## config.mk

```make
export PLATFORM = sky130hd
export DESIGN_NAME = cl_hello_world
export DESIGN_NICKNAME = d
export VERILOG_FILES = /design/src/ocl_hello_pkg.sv /design/src/ocl_axil_ctrl.sv /design/src/hello_world_reg.sv /design/src/vled_status.sv /design/src/ocl_rdata_mux.sv /design/src/cl_hello_world.sv
export VERILOG_INCLUDE_DIRS = /design/src
export SDC_FILE = /design/constraint.sdc
export NUM_CORES = 1
export LEC_CHECK = 0
export BUFFER_PORTS_ARGS = -buffer_cell sky130_fd_sc_hd__buf_2
export CORE_ASPECT_RATIO = 1.75
export CORE_UTILIZATION = 50
export CTS_BUF_LIST = sky130_fd_sc_hd__clkbuf_8
export DETAILED_ROUTE_END_ITERATION = 10
export GPL_TIMING_DRIVEN = 0
export PLACE_DENSITY = 0.78
export REMOVE_ABC_BUFFERS = 1
export SLEW_MARGIN = 20
export SYNTH_ARGS = -nofsm -noshare
export SYNTH_HDL_FRONTEND = slang
export SYNTH_HIERARCHICAL = 1
export SYNTH_SLANG_ARGS = --single-unit
```

## constraint.sdc

```tcl
create_clock -name clk_main_a0 -period 3.15 [get_ports clk_main_a0]
set_input_delay 0.315 -clock clk_main_a0 [delete_from_list [all_inputs] [get_ports clk_main_a0]]
set_output_delay 0.315 -clock clk_main_a0 [all_outputs]
set_load 0.1 [all_outputs]
```

## src/ocl_hello_params.svh

```systemverilog
`ifndef OCL_HELLO_PARAMS_SVH
`define OCL_HELLO_PARAMS_SVH

// ----------------------------------------------------------------------
// AXI4-Lite bus widths
// ----------------------------------------------------------------------
`define OCL_ADDR_W 32
`define OCL_DATA_W 32
`define OCL_BYTE_LANES (`OCL_DATA_W / 8)

// Response code width and the only code this slave returns
`define AXI_RESP_W 2
`define AXI_RESP_OKAY 2'b00

// Virtual LEDs and DIP switches
`define VLED_W 16

// ----------------------------------------------------------------------
// Register map
// ----------------------------------------------------------------------
`define HELLO_WORLD_REG_ADDR 32'h0000_0500
`define VLED_REG_ADDR 32'h0000_0504

// Read value for any unmapped address
`define UNIMPLEMENTED_REG_VALUE 32'hdeaf_beef

`endif

```

## src/ocl_hello_pkg.sv

```systemverilog
`default_nettype none

`include "ocl_hello_params.svh"

package ocl_hello_pkg;

   // ----------------------------------------------------------------------
   // Register word types
   // ----------------------------------------------------------------------

   // One byte lane of a register word
   typedef logic [7:0] reg_byte_t;

   // Hello-world word, seen two ways
   // Whole word for bus writes and model compares
   // Byte lanes for the swap and the LED shadow
   typedef union packed {
      logic [`OCL_DATA_W-1:0]                word;
      reg_byte_t [`OCL_BYTE_LANES-1:0]       lanes;
   } hello_word_u;

endpackage

`default_nettype wire

```

## src/ocl_axil_ctrl.sv

```systemverilog
`timescale 1ns/1ps
`default_nettype none

`include "ocl_hello_params.svh"

module ocl_axil_ctrl (
   input  wire                     clk_main_a0,
   input  wire                     rst_main_n_sync,
   // Write address channel
   input  wire                     i_awvalid,
   input  wire [`OCL_ADDR_W-1:0]   i_awaddr,
   output logic                    o_awready,
   // Write data channel
   input  wire                     i_wvalid,
   input  wire [`OCL_DATA_W-1:0]   i_wdata,
   output logic                    o_wready,
   // Write response channel
   input  wire                     i_bready,
   output logic                    o_bvalid,
   output logic [`AXI_RESP_W-1:0]  o_bresp,
   // Read address channel
   input  wire                     i_arvalid,
   input  wire [`OCL_ADDR_W-1:0]   i_araddr,
   output logic                    o_arready,
   // Read data channel
   input  wire                     i_rready,
   output logic                    o_rvalid,
   output logic [`OCL_DATA_W-1:0]  o_rdata,
   output logic [`AXI_RESP_W-1:0]  o_rresp,
   // Internal register access
   output logic                    o_wr_en,
   output logic [`OCL_ADDR_W-1:0]  o_wr_addr,
   output logic [`OCL_DATA_W-1:0]  o_wr_data,
   output logic                    o_rd_req,
   output logic [`OCL_ADDR_W-1:0]  o_rd_addr,
   input  wire [`OCL_DATA_W-1:0]   i_rd_data
);

   logic                   wr_active_q;
   logic [`OCL_ADDR_W-1:0] wr_addr_q;
   logic                   bvalid_q;
   logic                   ar_pend_q;
   logic [`OCL_ADDR_W-1:0] rd_addr_q;
   logic                   rd_req_q;
   logic                   rvalid_q;
   logic                   aw_hs;
   logic                   w_hs;
   logic                   ar_hs;
   logic                   r_hs;

   // ----------------------------------------------------------------------
   // Write path
   // ----------------------------------------------------------------------

   // No new address while a write or its response is open
   assign o_awready = ~wr_active_q & ~bvalid_q;
   assign aw_hs     = i_awvalid & o_awready;

   // Data beat only after the address is in
   assign o_wready  = wr_active_q & i_wvalid;
   assign w_hs      = o_wready;

   always_ff @(posedge clk_main_a0)
   begin
      if (!rst_main_n_sync)
      begin
         wr_active_q <= 1'b0;
         bvalid_q    <= 1'b0;
      end
      else
      begin
         // Open on address, close on the data beat
         if (aw_hs)
            wr_active_q <= 1'b1;
         else if (w_hs)
            wr_active_q <= 1'b0;
         // Response one edge after the data beat
         if (w_hs)
            bvalid_q <= 1'b1;
         else if (bvalid_q && i_bready)
            bvalid_q <= 1'b0;
      end
   end

   // Captured write address
   always_ff @(posedge clk_main_a0)
   begin
      if (aw_hs)
         wr_addr_q <= i_awaddr;
   end

   // Each data beat is one write strobe
   assign o_wr_en   = w_hs;
   assign o_wr_addr = wr_addr_q;
   assign o_wr_data = i_wdata;
   assign o_bvalid  = bvalid_q;
   assign o_bresp   = `AXI_RESP_OKAY;

   // ----------------------------------------------------------------------
   // Read path
   // ----------------------------------------------------------------------

   // Blocked from address handshake until the data handshake
   assign o_arready = ~ar_pend_q & ~rd_req_q & ~rvalid_q;
   assign ar_hs     = i_arvalid & o_arready;
   assign r_hs      = rvalid_q & i_rready;

   always_ff @(posedge clk_main_a0)
   begin
      if (!rst_main_n_sync)
      begin
         ar_pend_q <= 1'b0;
         rd_req_q  <= 1'b0;
         rvalid_q  <= 1'b0;
      end
      else
      begin
         // Address stage, then one-cycle read strobe
         ar_pend_q <= ar_hs;
         rd_req_q  <= ar_pend_q;
         // rvalid together with the mux capture
         if (rd_req_q)
            rvalid_q <= 1'b1;
         else if (r_hs)
            rvalid_q <= 1'b0;
      end
   end

   // Captured read address
   always_ff @(posedge clk_main_a0)
   begin
      if (ar_hs)
         rd_addr_q <= i_araddr;
   end

   assign o_rd_req  = rd_req_q;
   assign o_rd_addr = rd_addr_q;

   // Read data only shown while valid, zero otherwise
   assign o_rvalid  = rvalid_q;
   assign o_rdata   = rvalid_q ? i_rd_data : '0;
   assign o_rresp   = `AXI_RESP_OKAY;

endmodule

`default_nettype wire

```

## src/hello_world_reg.sv

```systemverilog
`timescale 1ns/1ps
`default_nettype none

`include "ocl_hello_params.svh"

module hello_world_reg
   import ocl_hello_pkg::*;
(
   input  wire                     clk_main_a0,
   input  wire                     rst_main_n_sync,
   input  wire                     i_wr_en,
   input  wire [`OCL_ADDR_W-1:0]   i_wr_addr,
   input  wire [`OCL_DATA_W-1:0]   i_wr_data,
   output hello_word_u             o_hello,
   output hello_word_u             o_hello_swapped
);

   hello_word_u hello_q;

   // ----------------------------------------------------------------------
   // Storage
   // ----------------------------------------------------------------------

   // Full-word write, only at our own address
   always_ff @(posedge clk_main_a0)
   begin
      if (!rst_main_n_sync)
         hello_q.word <= '0;
      else if (i_wr_en && (i_wr_addr == `HELLO_WORLD_REG_ADDR))
         hello_q.word <= i_wr_data;
   end

   // ----------------------------------------------------------------------
   // Byte-swapped read view
   // ----------------------------------------------------------------------
   always_comb
   begin
      // Lane order reversed, lane 0 gets lane 3
      for (int i = 0; i < `OCL_BYTE_LANES; i++)
         o_hello_swapped.lanes[i] = hello_q.lanes[`OCL_BYTE_LANES-1-i];
   end

   assign o_hello = hello_q;

endmodule

`default_nettype wire

```

## src/vled_status.sv

```systemverilog
`timescale 1ns/1ps
`default_nettype none

`include "ocl_hello_params.svh"

module vled_status
   import ocl_hello_pkg::*;
(
   input  wire                     clk_main_a0,
   input  wire                     rst_main_n_sync,
   input  wire hello_word_u        i_hello,
   input  wire [`VLED_W-1:0]       i_status_vdip,
   output logic [`VLED_W-1:0]      o_vled,
   output logic [`VLED_W-1:0]      o_status_vled
);

   logic [`VLED_W-1:0] vled_q;
   logic [`VLED_W-1:0] vdip_q;
   logic [`VLED_W-1:0] vdip_q2;
   logic [`VLED_W-1:0] status_vled_q;

   // ----------------------------------------------------------------------
   // LED shadow of the hello-world low half
   // ----------------------------------------------------------------------
   always_ff @(posedge clk_main_a0)
   begin
      if (!rst_main_n_sync)
         vled_q <= '0;
      else
         vled_q <= i_hello.lanes[1:0];
   end

   // ----------------------------------------------------------------------
   // DIP switch sync and masked LED output
   // ----------------------------------------------------------------------
   always_ff @(posedge clk_main_a0)
   begin
      if (!rst_main_n_sync)
      begin
         vdip_q        <= '0;
         vdip_q2       <= '0;
         status_vled_q <= '0;
      end
      else
      begin
         // Two flops, switches come from another domain
         vdip_q        <= i_status_vdip;
         vdip_q2       <= vdip_q;
         // LED lit only where its switch is on
         status_vled_q <= vled_q & vdip_q2;
      end
   end

   assign o_vled        = vled_q;
   assign o_status_vled = status_vled_q;

endmodule

`default_nettype wire

```

## src/ocl_rdata_mux.sv

```systemverilog
`timescale 1ns/1ps
`default_nettype none

`include "ocl_hello_params.svh"

module ocl_rdata_mux
   import ocl_hello_pkg::*;
(
   input  wire                     clk_main_a0,
   input  wire                     rst_main_n_sync,
   input  wire                     i_rd_req,
   input  wire [`OCL_ADDR_W-1:0]   i_rd_addr,
   input  wire hello_word_u        i_hello_swapped,
   input  wire [`VLED_W-1:0]       i_vled,
   output logic [`OCL_DATA_W-1:0]  o_rd_data
);

   logic [`OCL_DATA_W-1:0] rd_data_q;

   // ----------------------------------------------------------------------
   // Address decode, captured on the read strobe
   // ----------------------------------------------------------------------
   always_ff @(posedge clk_main_a0)
   begin
      if (!rst_main_n_sync)
         rd_data_q <= '0;
      else if (i_rd_req)
      begin
         case (i_rd_addr)
            // Hello word reads back byte-swapped
            `HELLO_WORLD_REG_ADDR:
               rd_data_q <= i_hello_swapped.word;
            // LED shadow in the low half
            `VLED_REG_ADDR:
               rd_data_q <= {{(`OCL_DATA_W-`VLED_W){1'b0}}, i_vled};
            // Anything else is unmapped
            default:
               rd_data_q <= `UNIMPLEMENTED_REG_VALUE;
         endcase
      end
   end

   // Held until the next read strobe
   assign o_rd_data = rd_data_q;

endmodule

`default_nettype wire

```

## src/cl_hello_world.sv

```systemverilog
`timescale 1ns/1ps
`default_nettype none

`include "ocl_hello_params.svh"

module cl_hello_world (
   input  wire                     clk_main_a0,
   input  wire                     rst_main_n_sync,
   // AXI4-Lite slave from the host
   input  wire                     i_awvalid,
   input  wire [`OCL_ADDR_W-1:0]   i_awaddr,
   output logic                    o_awready,
   input  wire                     i_wvalid,
   input  wire [`OCL_DATA_W-1:0]   i_wdata,
   output logic                    o_wready,
   output logic                    o_bvalid,
   output logic [`AXI_RESP_W-1:0]  o_bresp,
   input  wire                     i_bready,
   input  wire                     i_arvalid,
   input  wire [`OCL_ADDR_W-1:0]   i_araddr,
   output logic                    o_arready,
   output logic                    o_rvalid,
   output logic [`OCL_DATA_W-1:0]  o_rdata,
   output logic [`AXI_RESP_W-1:0]  o_rresp,
   input  wire                     i_rready,
   // Virtual DIP switches and LEDs
   input  wire [`VLED_W-1:0]       i_status_vdip,
   output logic [`VLED_W-1:0]      o_status_vled
);

   // Register access strobes
   logic                   wr_en;
   logic [`OCL_ADDR_W-1:0] wr_addr;
   logic [`OCL_DATA_W-1:0] wr_data;
   logic                   rd_req;
   logic [`OCL_ADDR_W-1:0] rd_addr;
   logic [`OCL_DATA_W-1:0] rd_data;
   // Register values
   logic [`OCL_DATA_W-1:0] hello;
   logic [`OCL_DATA_W-1:0] hello_swapped;
   logic [`VLED_W-1:0]     vled;

   // ----------------------------------------------------------------------
   // AXI4-Lite channel control
   // ----------------------------------------------------------------------
   ocl_axil_ctrl u_axil_ctrl (
      .clk_main_a0     (clk_main_a0),
      .rst_main_n_sync (rst_main_n_sync),
      .i_awvalid       (i_awvalid),
      .i_awaddr        (i_awaddr),
      .o_awready       (o_awready),
      .i_wvalid        (i_wvalid),
      .i_wdata         (i_wdata),
      .o_wready        (o_wready),
      .i_bready        (i_bready),
      .o_bvalid        (o_bvalid),
      .o_bresp         (o_bresp),
      .i_arvalid       (i_arvalid),
      .i_araddr        (i_araddr),
      .o_arready       (o_arready),
      .i_rready        (i_rready),
      .o_rvalid        (o_rvalid),
      .o_rdata         (o_rdata),
      .o_rresp         (o_rresp),
      .o_wr_en         (wr_en),
      .o_wr_addr       (wr_addr),
      .o_wr_data       (wr_data),
      .o_rd_req        (rd_req),
      .o_rd_addr       (rd_addr),
      .i_rd_data       (rd_data)
   );

   // ----------------------------------------------------------------------
   // Registers and read-back
   // ----------------------------------------------------------------------
   hello_world_reg u_hello_world_reg (
      .clk_main_a0     (clk_main_a0),
      .rst_main_n_sync (rst_main_n_sync),
      .i_wr_en         (wr_en),
      .i_wr_addr       (wr_addr),
      .i_wr_data       (wr_data),
      .o_hello         (hello),
      .o_hello_swapped (hello_swapped)
   );

   // LED shadow, masked by the DIP switches
   vled_status u_vled_status (
      .clk_main_a0     (clk_main_a0),
      .rst_main_n_sync (rst_main_n_sync),
      .i_hello         (hello),
      .i_status_vdip   (i_status_vdip),
      .o_vled          (vled),
      .o_status_vled   (o_status_vled)
   );

   ocl_rdata_mux u_rdata_mux (
      .clk_main_a0     (clk_main_a0),
      .rst_main_n_sync (rst_main_n_sync),
      .i_rd_req        (rd_req),
      .i_rd_addr       (rd_addr),
      .i_hello_swapped (hello_swapped),
      .i_vled          (vled),
      .o_rd_data       (rd_data)
   );

endmodule

`default_nettype wire

```

==> results_dict.tcl, run 1 <==
set metrics [dict create \
    status "completed" \
    cts_root_buf "clkbuf_8" \
    critical_path.top_delay_family "simple AND/OR/NAND/NOR gates" \
    dr.first_iter.drc_count 248 \
    cts_buffer_depth 2 \
    grt_pass1_vias 5136 \
    drive_gt1_share_pct 33.0 \
    cp_slowest_stage_delay_ps 860 \
    fin_nets 860 \
    hp-class "in2reg" \
    syn_area_sq_um 7600 \
    diodes 0 \
    drtPass1Iterations 4 \
    cts_buffers 17 \
    synth_enable_flop_cells 64 \
    clk_latency_ps 450 \
    end_kind "flop" \
    nFillCells 1207 \
    cellPowerDensity_nw_per_um2 542 \
    cts_tree "yes" \
    fmax_ghz 0.394 \
    vias_per_cell 5.39 \
    dieArea_sq_um 15700 \
    cp_max_fo 32 \
    initial_utilization_pct 51.3 \
    crit_slowest_cell "nand4_2" \
    syn_area_per_cell_sq_um 11.9 \
    ios 176 \
    min_period_ps 2540 \
    ys_ff_latch 197 \
    areaGrowthSynthToFinish_pct 13.0 \
    power.leakage_uw 0.00348 \
    ys_types 36 \
    path_clk_slew_ps 100 \
    synthArstFlopShare_pct 0 \
    seq_area_frac_synth_pct 60.3 \
    post_cts_resized 0 \
    grt_max_degree 105 \
    power_uw 4650 \
    cap_violations 0 \
    slew_viol_final 0 \
    period_share_pct 80.6 \
    yosys_warnings 6 \
    rsz0062_at_grt "false" \
    critical_path_buf_inv_count 0 \
    place.gp.congestion 0.764 \
    start_kind "flop" \
    vias 5048 \
    tightest_slew_ps 1060 \
    antenna_found_initial 0 \
    antenna_left 0 \
    gr-total-overflow 0 \
    slew_headroom_pct 28.6 \
    clock-sinks 197 \
    rows 59 \
    ir_drop_mv 0.364 \
    fin_skew_ps 13.7 \
    die_h_um 165 \
    core_sq_um 14800 \
    finalWorstSetupSlack_ps 611 \
    arrival_ps 2850 \
    dominantRegCellSynth "dfxtp_1" \
    crit_type "reg2reg" \
    remaining_drc_errors 0 \
    grt_pass1_wl_um 24400 \
    drt-total-wl_um 16100 \
    finalSetupViolCount 0 \
    worstPathCellList "and2_1, nor4b_4, nand4_2, o31ai_1, a21oi_1" \
    dp_worst_setup_slack_ps 687 \
    h-tree-depth 4 \
    synth_cells 641 \
    hpwl_um 10600 \
    grt_usage_pct 20.5 \
    cp.required_ps 3460 \
    wire_per_inst_um 17.2 \
    die_w_um 95.2 \
    portBuffers 171 \
    hold_violations 0 \
]
routing by layer:
| layer | vias to the layer above | track usage, % | wire (um) |
|---|---|---|---|
| li1 | 2428 | - | - |
| met2 | 173 | 37.9 | 8770 |
| met3 | 23 | 4.62 | 930 |
| met4 | 0 | 8.40 | 329 |
| met5 | - | 0 | 0 |
| met1 | 2424 | 21.8 | 6050 |
metrics by stage:
stage	area (sq um)	setup TNS (ps)	hold WS [ps]	utilization [%]	cells
finish	8590	0	28.7	57.9	937
global route	8590	0	1.39	57.9	937
CTS	8500	0	0.758	57.3	928
detailed placement	8090	0	420	54.5	893
floorplan	6820	-24900	412	-	527
global placement	7900	-64520	414	53.3	881
kinds of logic after synthesis:
group | after synthesis | synth area share [%]
AO/OA/AOI/OAI | 124 | 10.1
buffers and inverters | 118 | 10.5
flip-flops | 197 | 60.3
multiplexers | 16 | 2.16
other | 1 | 0.0493
AND/OR/NAND/NOR | 185 | 16.9
sequential cells by signal, summed over array words and instances (netlist names), 16 cells and up:
name                         cells
u_axil_ctrl/o_rd_addr           32
u_axil_ctrl/o_wr_addr           32
u_hello_world_reg/o_hello       32
u_rdata_mux/o_rd_data           32
u_vled_status/o_status_vled     16
u_vled_status/o_vled            16
u_vled_status/vdip_q            16
u_vled_status/vdip_q2           16
where the power goes:
group	internal, uW	switching [uW]	leakage, uW
clock network	649	914	0.000197
registers	2730	47.4	0.00169
logic	122	194	0.00159
cell type report:
type	count	area, sq um	share of cell area, %
multi-input cells	329	2260	26.3
repair buffers	195	1140	13.2
clock inverters	15	145	1.69
well taps	183	229	2.66
flip-flops and latches	197	4590	53.4
clock buffers	17	234	2.72
inverters	1	3.75	0.0437
cell usage after synthesis, drive strengths merged (2+ instances only):
master / number / area [sq um]
a22o: 4 / 35.0
nor2: 2 / 10.0
nor3: 3 / 15.0
and4: 2 / 17.5
and3: 20 / 143
clkbuf: 22 / 90.1
dfxtp: 133 / 2660
and2: 84 / 526
nand4: 36 / 231
o31ai: 32 / 240
o21a: 3 / 22.5
o21ai: 25 / 125
edfxtp: 64 / 1920
a21oi: 32 / 160
mux2i: 13 / 130
nor4: 10 / 103
nand2b: 12 / 75.1
nor4b: 5 / 92.6
mux2: 3 / 33.8
a32o: 3 / 30.0
buf: 95 / 707
nor2b: 9 / 56.3
a31oi: 25 / 156
repair_timing:
| item | 4_1_cts | 5_1_grt |
|---|---|---|
| hold buffers | 3 | 9 |
| endpoints found under the setup margin | 0 | 0 |
| hold endpoints to repair | 3 | 9 |
| setup buffers | 0 | 0 |
worst paths after layout:
check | cells after the start | slack (ps) | from | to
max | 5 | 610 | u_axil_ctrl/wr_active_q | u_hello_world_reg/o_hello[23]
min | 1 | 30 | i_araddr[10] | u_axil_ctrl/o_rd_addr[10]
min reg2reg | 1 | 440 | u_vled_status/vdip_q[7] | u_vled_status/vdip_q2[7]
max reg2reg | 5 | 610 | u_axil_ctrl/wr_active_q | u_hello_world_reg/o_hello[23]
placed cells by master (no fill, tap or decap), types with 3 or more instances in the layout:
cell / n
a21oi_1: 32
a22o_1: 4
a31oi_1: 25
a32o_1: 3
and2_1: 84
and3_1: 6
and3_2: 14
buf_2: 170
buf_4: 7
clkbuf_8: 17
clkinv_4: 3
conb_1: 4
dfxtp_1: 131
dlygate4sd3_1: 12
edfxtp_1: 64
inv_8: 4
mux2_2: 3
mux2i_1: 13
nand2b_1: 12
nand4_1: 35
nor2b_1: 9
nor4_1: 5
nor4_2: 4
nor4b_4: 3
o21a_1: 3
o21ai_0: 25
o31ai_1: 32
No activity file was read; power rests on OpenSTA's default activity.
==> run 2: changes to the inputs <==
--- a/config.mk
+++ b/config.mk
@@ -8,11 +8,11 @@
 export LEC_CHECK = 0
 export BUFFER_PORTS_ARGS = -buffer_cell sky130_fd_sc_hd__buf_2
 export CORE_ASPECT_RATIO = 1.75
-export CORE_UTILIZATION = 50
+export CORE_UTILIZATION = 56
 export CTS_BUF_LIST = sky130_fd_sc_hd__clkbuf_8
 export DETAILED_ROUTE_END_ITERATION = 10
 export GPL_TIMING_DRIVEN = 0
-export PLACE_DENSITY = 0.78
+export PLACE_DENSITY = 0.83
 export REMOVE_ABC_BUFFERS = 1
 export SLEW_MARGIN = 20
 export SYNTH_ARGS = -nofsm -noshare
==> constraint.sdc (replaced) <==
create_clock -name clk_main_a0 -period 2.5 [get_ports clk_main_a0]
set_input_delay 0.25 -clock clk_main_a0 [delete_from_list [all_inputs] [get_ports clk_main_a0]]
set_output_delay 0.25 -clock clk_main_a0 [all_outputs]
set_load 0.1 [all_outputs]
==> run 2 against run 1 <==
  * Sequential share of layout area is 4.1 points lower
  * Combinational power is 56% higher
  * Clock skew is 6.7 ps higher
  * Fmax is 11% higher
==> results_dict.tcl, run 2 (synthesized netlist as in run 1, its figures left out) <==
set metrics [dict create \
    dp.cells 883 \
    swShare_pct 26.5 \
    ir_drop_mv 0.508 \
    period_share_pct 91.2 \
    p_int_uw 4440 \
    die_h_um 156 \
    grt_pass1_vias 5688 \
    slew_headroom_pct 25.2 \
    grt_usage_pct 25.6 \
    dr.first_iter.drc_count 371 \
    worstPathCellList "and2_1, nor4b_4, and4_2, nand4_1, a21oi_1" \
    drtPass1Iterations 4 \
    finalWorstSetupSlack_ps 219 \
    place.gp.congestion 0.784 \
    h-tree-depth 4 \
    crit_type "reg2reg" \
    power.leakage_uw 0.00378 \
    share_seq_of_total_power_pct 58.1 \
    wire_per_inst_um 18.0 \
    grt_max_degree 105 \
    antenna_left 0 \
    cts_buffer_depth 2 \
    remaining_drc_errors 0 \
    crit_slowest_cell "and4_2" \
    p_switching_uw 1600 \
    clock-sinks 197 \
    start_kind "flop" \
    clkPwrFrac_pct 33.8 \
    cp_slowest_stage_delay_ps 750 \
    critical_path.top_delay_family "simple AND/OR/NAND/NOR gates" \
    ios 176 \
    cap_violations 0 \
    power_uw 6040 \
    drt-total-wl_um 18000 \
    comb_power_share_pct 8.1 \
    setup_tns_ps 0 \
    rsz0062_at_grt "false" \
    path_clk_slew_ps 110 \
    layoutNonFillerInstCount 997 \
    hold_violations 0 \
    initial_utilization_pct 57.1 \
    grt_pass1_wl_um 28100 \
    core_sq_um 13300 \
    status "completed" \
    fmax_ghz 0.438 \
    hpwl_um 10200 \
    dieArea_sq_um 14100 \
    cts_root_buf "clkbuf_8" \
    end_kind "flop" \
    slew_viol_final 0 \
    cts_setup_buffers 0 \
    cp.required_ps 2860 \
    clk_latency_ps 460 \
    critical_path_buf_inv_count 0 \
    antenna_found_initial 2 \
    fin_nets 928 \
    finalSetupViolCount 0 \
    layout_commonest_cell "buf_2" \
    vias_per_cell 5.52 \
    die_w_um 90.1 \
    hp-class "in2reg" \
    areaGrowthSynthToFinish_pct 22.3 \
    dp_worst_setup_slack_ps 63.2 \
    vias 5507 \
    cts_buffers 17 \
    rows 56 \
    cellPowerDensity_nw_per_um2 649 \
    portBuffers 171 \
    cts_tree "yes" \
    fin_skew_ps 20.4 \
    cp_max_fo 32 \
    min_period_ps 2280 \
    drive_gt1_share_pct 30.4 \
    tightest_slew_ps 1120 \
    arrival_ps 2640 \
    gr-total-overflow 0 \
    final_cell_mix "buf_2 (170), dfxtp_1 (131), and2_1 (84), dlygate4sd3_1 (81), edfxtp_1 (64)" \
]
==> run 2: cell count changes in the layout (fill, tap and decap cells not counted), sizes merged <==
cell	delta
bufinv	-1
clkinvlp	-1
diode	+1
dlygate4sd3	+69
clkinv	+2
buf	-1
==> run 2: path summary, 6_finish.rpt <==
kind | startpoint | endpoint | slack, ps | cells after the start
setup / recovery | u_axil_ctrl/wr_active_q | u_hello_world_reg/o_hello[9] | 220 | 5
hold / removal | i_wdata[21] | u_hello_world_reg/o_hello[21] | 40 | 3
hold reg to reg | u_vled_status/vdip_q[15] | u_vled_status/vdip_q2[15] | 440 | 1
setup reg to reg | u_axil_ctrl/wr_active_q | u_hello_world_reg/o_hello[9] | 220 | 5
==> run 2: worst min-delay path, cell delays in order <==
cell	delay [ps]
buf_2	100
nand4_1	60
a21oi_1	60
==> run 2: cell type report <==
cell class	instances	area [sq um]
clock inverters	15	184
flip-flops and latches	197	4590
repair buffers	263	1810
well taps	174	218
multi-input cells	329	2270
fillers	897	4010
inverters	1	3.75
diodes	1	2.50
clock buffers	17	234
==> run 2: layer usage <==
| metal | vias to the layer above | part of all wire [%] | global-route usage [%] |
|---|---|---|---|
| met1 | 2664 | 36 | 26.0 |
| met2 | 227 | 56 | 48.9 |
| met3 | 36 | 5.7 | 6.48 |
| met4 | 2 | 2.5 | 11.1 |
| met5 | - | 0.045 | 0 |
| li1 | 2578 | - | - |
==> run 2: power by group through the flow <==
stage / sequential [uW] / combinational [uW] / clock, uW
after CTS: 3500 / 474 / 2070
final: 3510 / 490 / 2040
after floorplan: 3570 / 185 / 0
after global placement: 3580 / 329 / 0
after detailed placement: 3580 / 375 / 0
after global routing: 3520 / 519 / 2220
==> run 2: per-stage QoR <==
step,area [sq um],hold slack [ps],utilization [%]
after global placement,7890,415,59.3
after global routing,9300,13.5,69.9
final,9300,43.0,69.9
after detailed placement,8060,418,60.6
after CTS,9280,14.8,69.7
after floorplan,6820,349,-
==> run 2: what timing repair did <==
| action | CTS | global route |
|---|---|---|
| hold endpoints to repair | 80 | 1 |
| setup endpoints to repair | 32 | 32 |
| gates resized for setup | 1 | 1 |
| hold buffers | 80 | 1 |
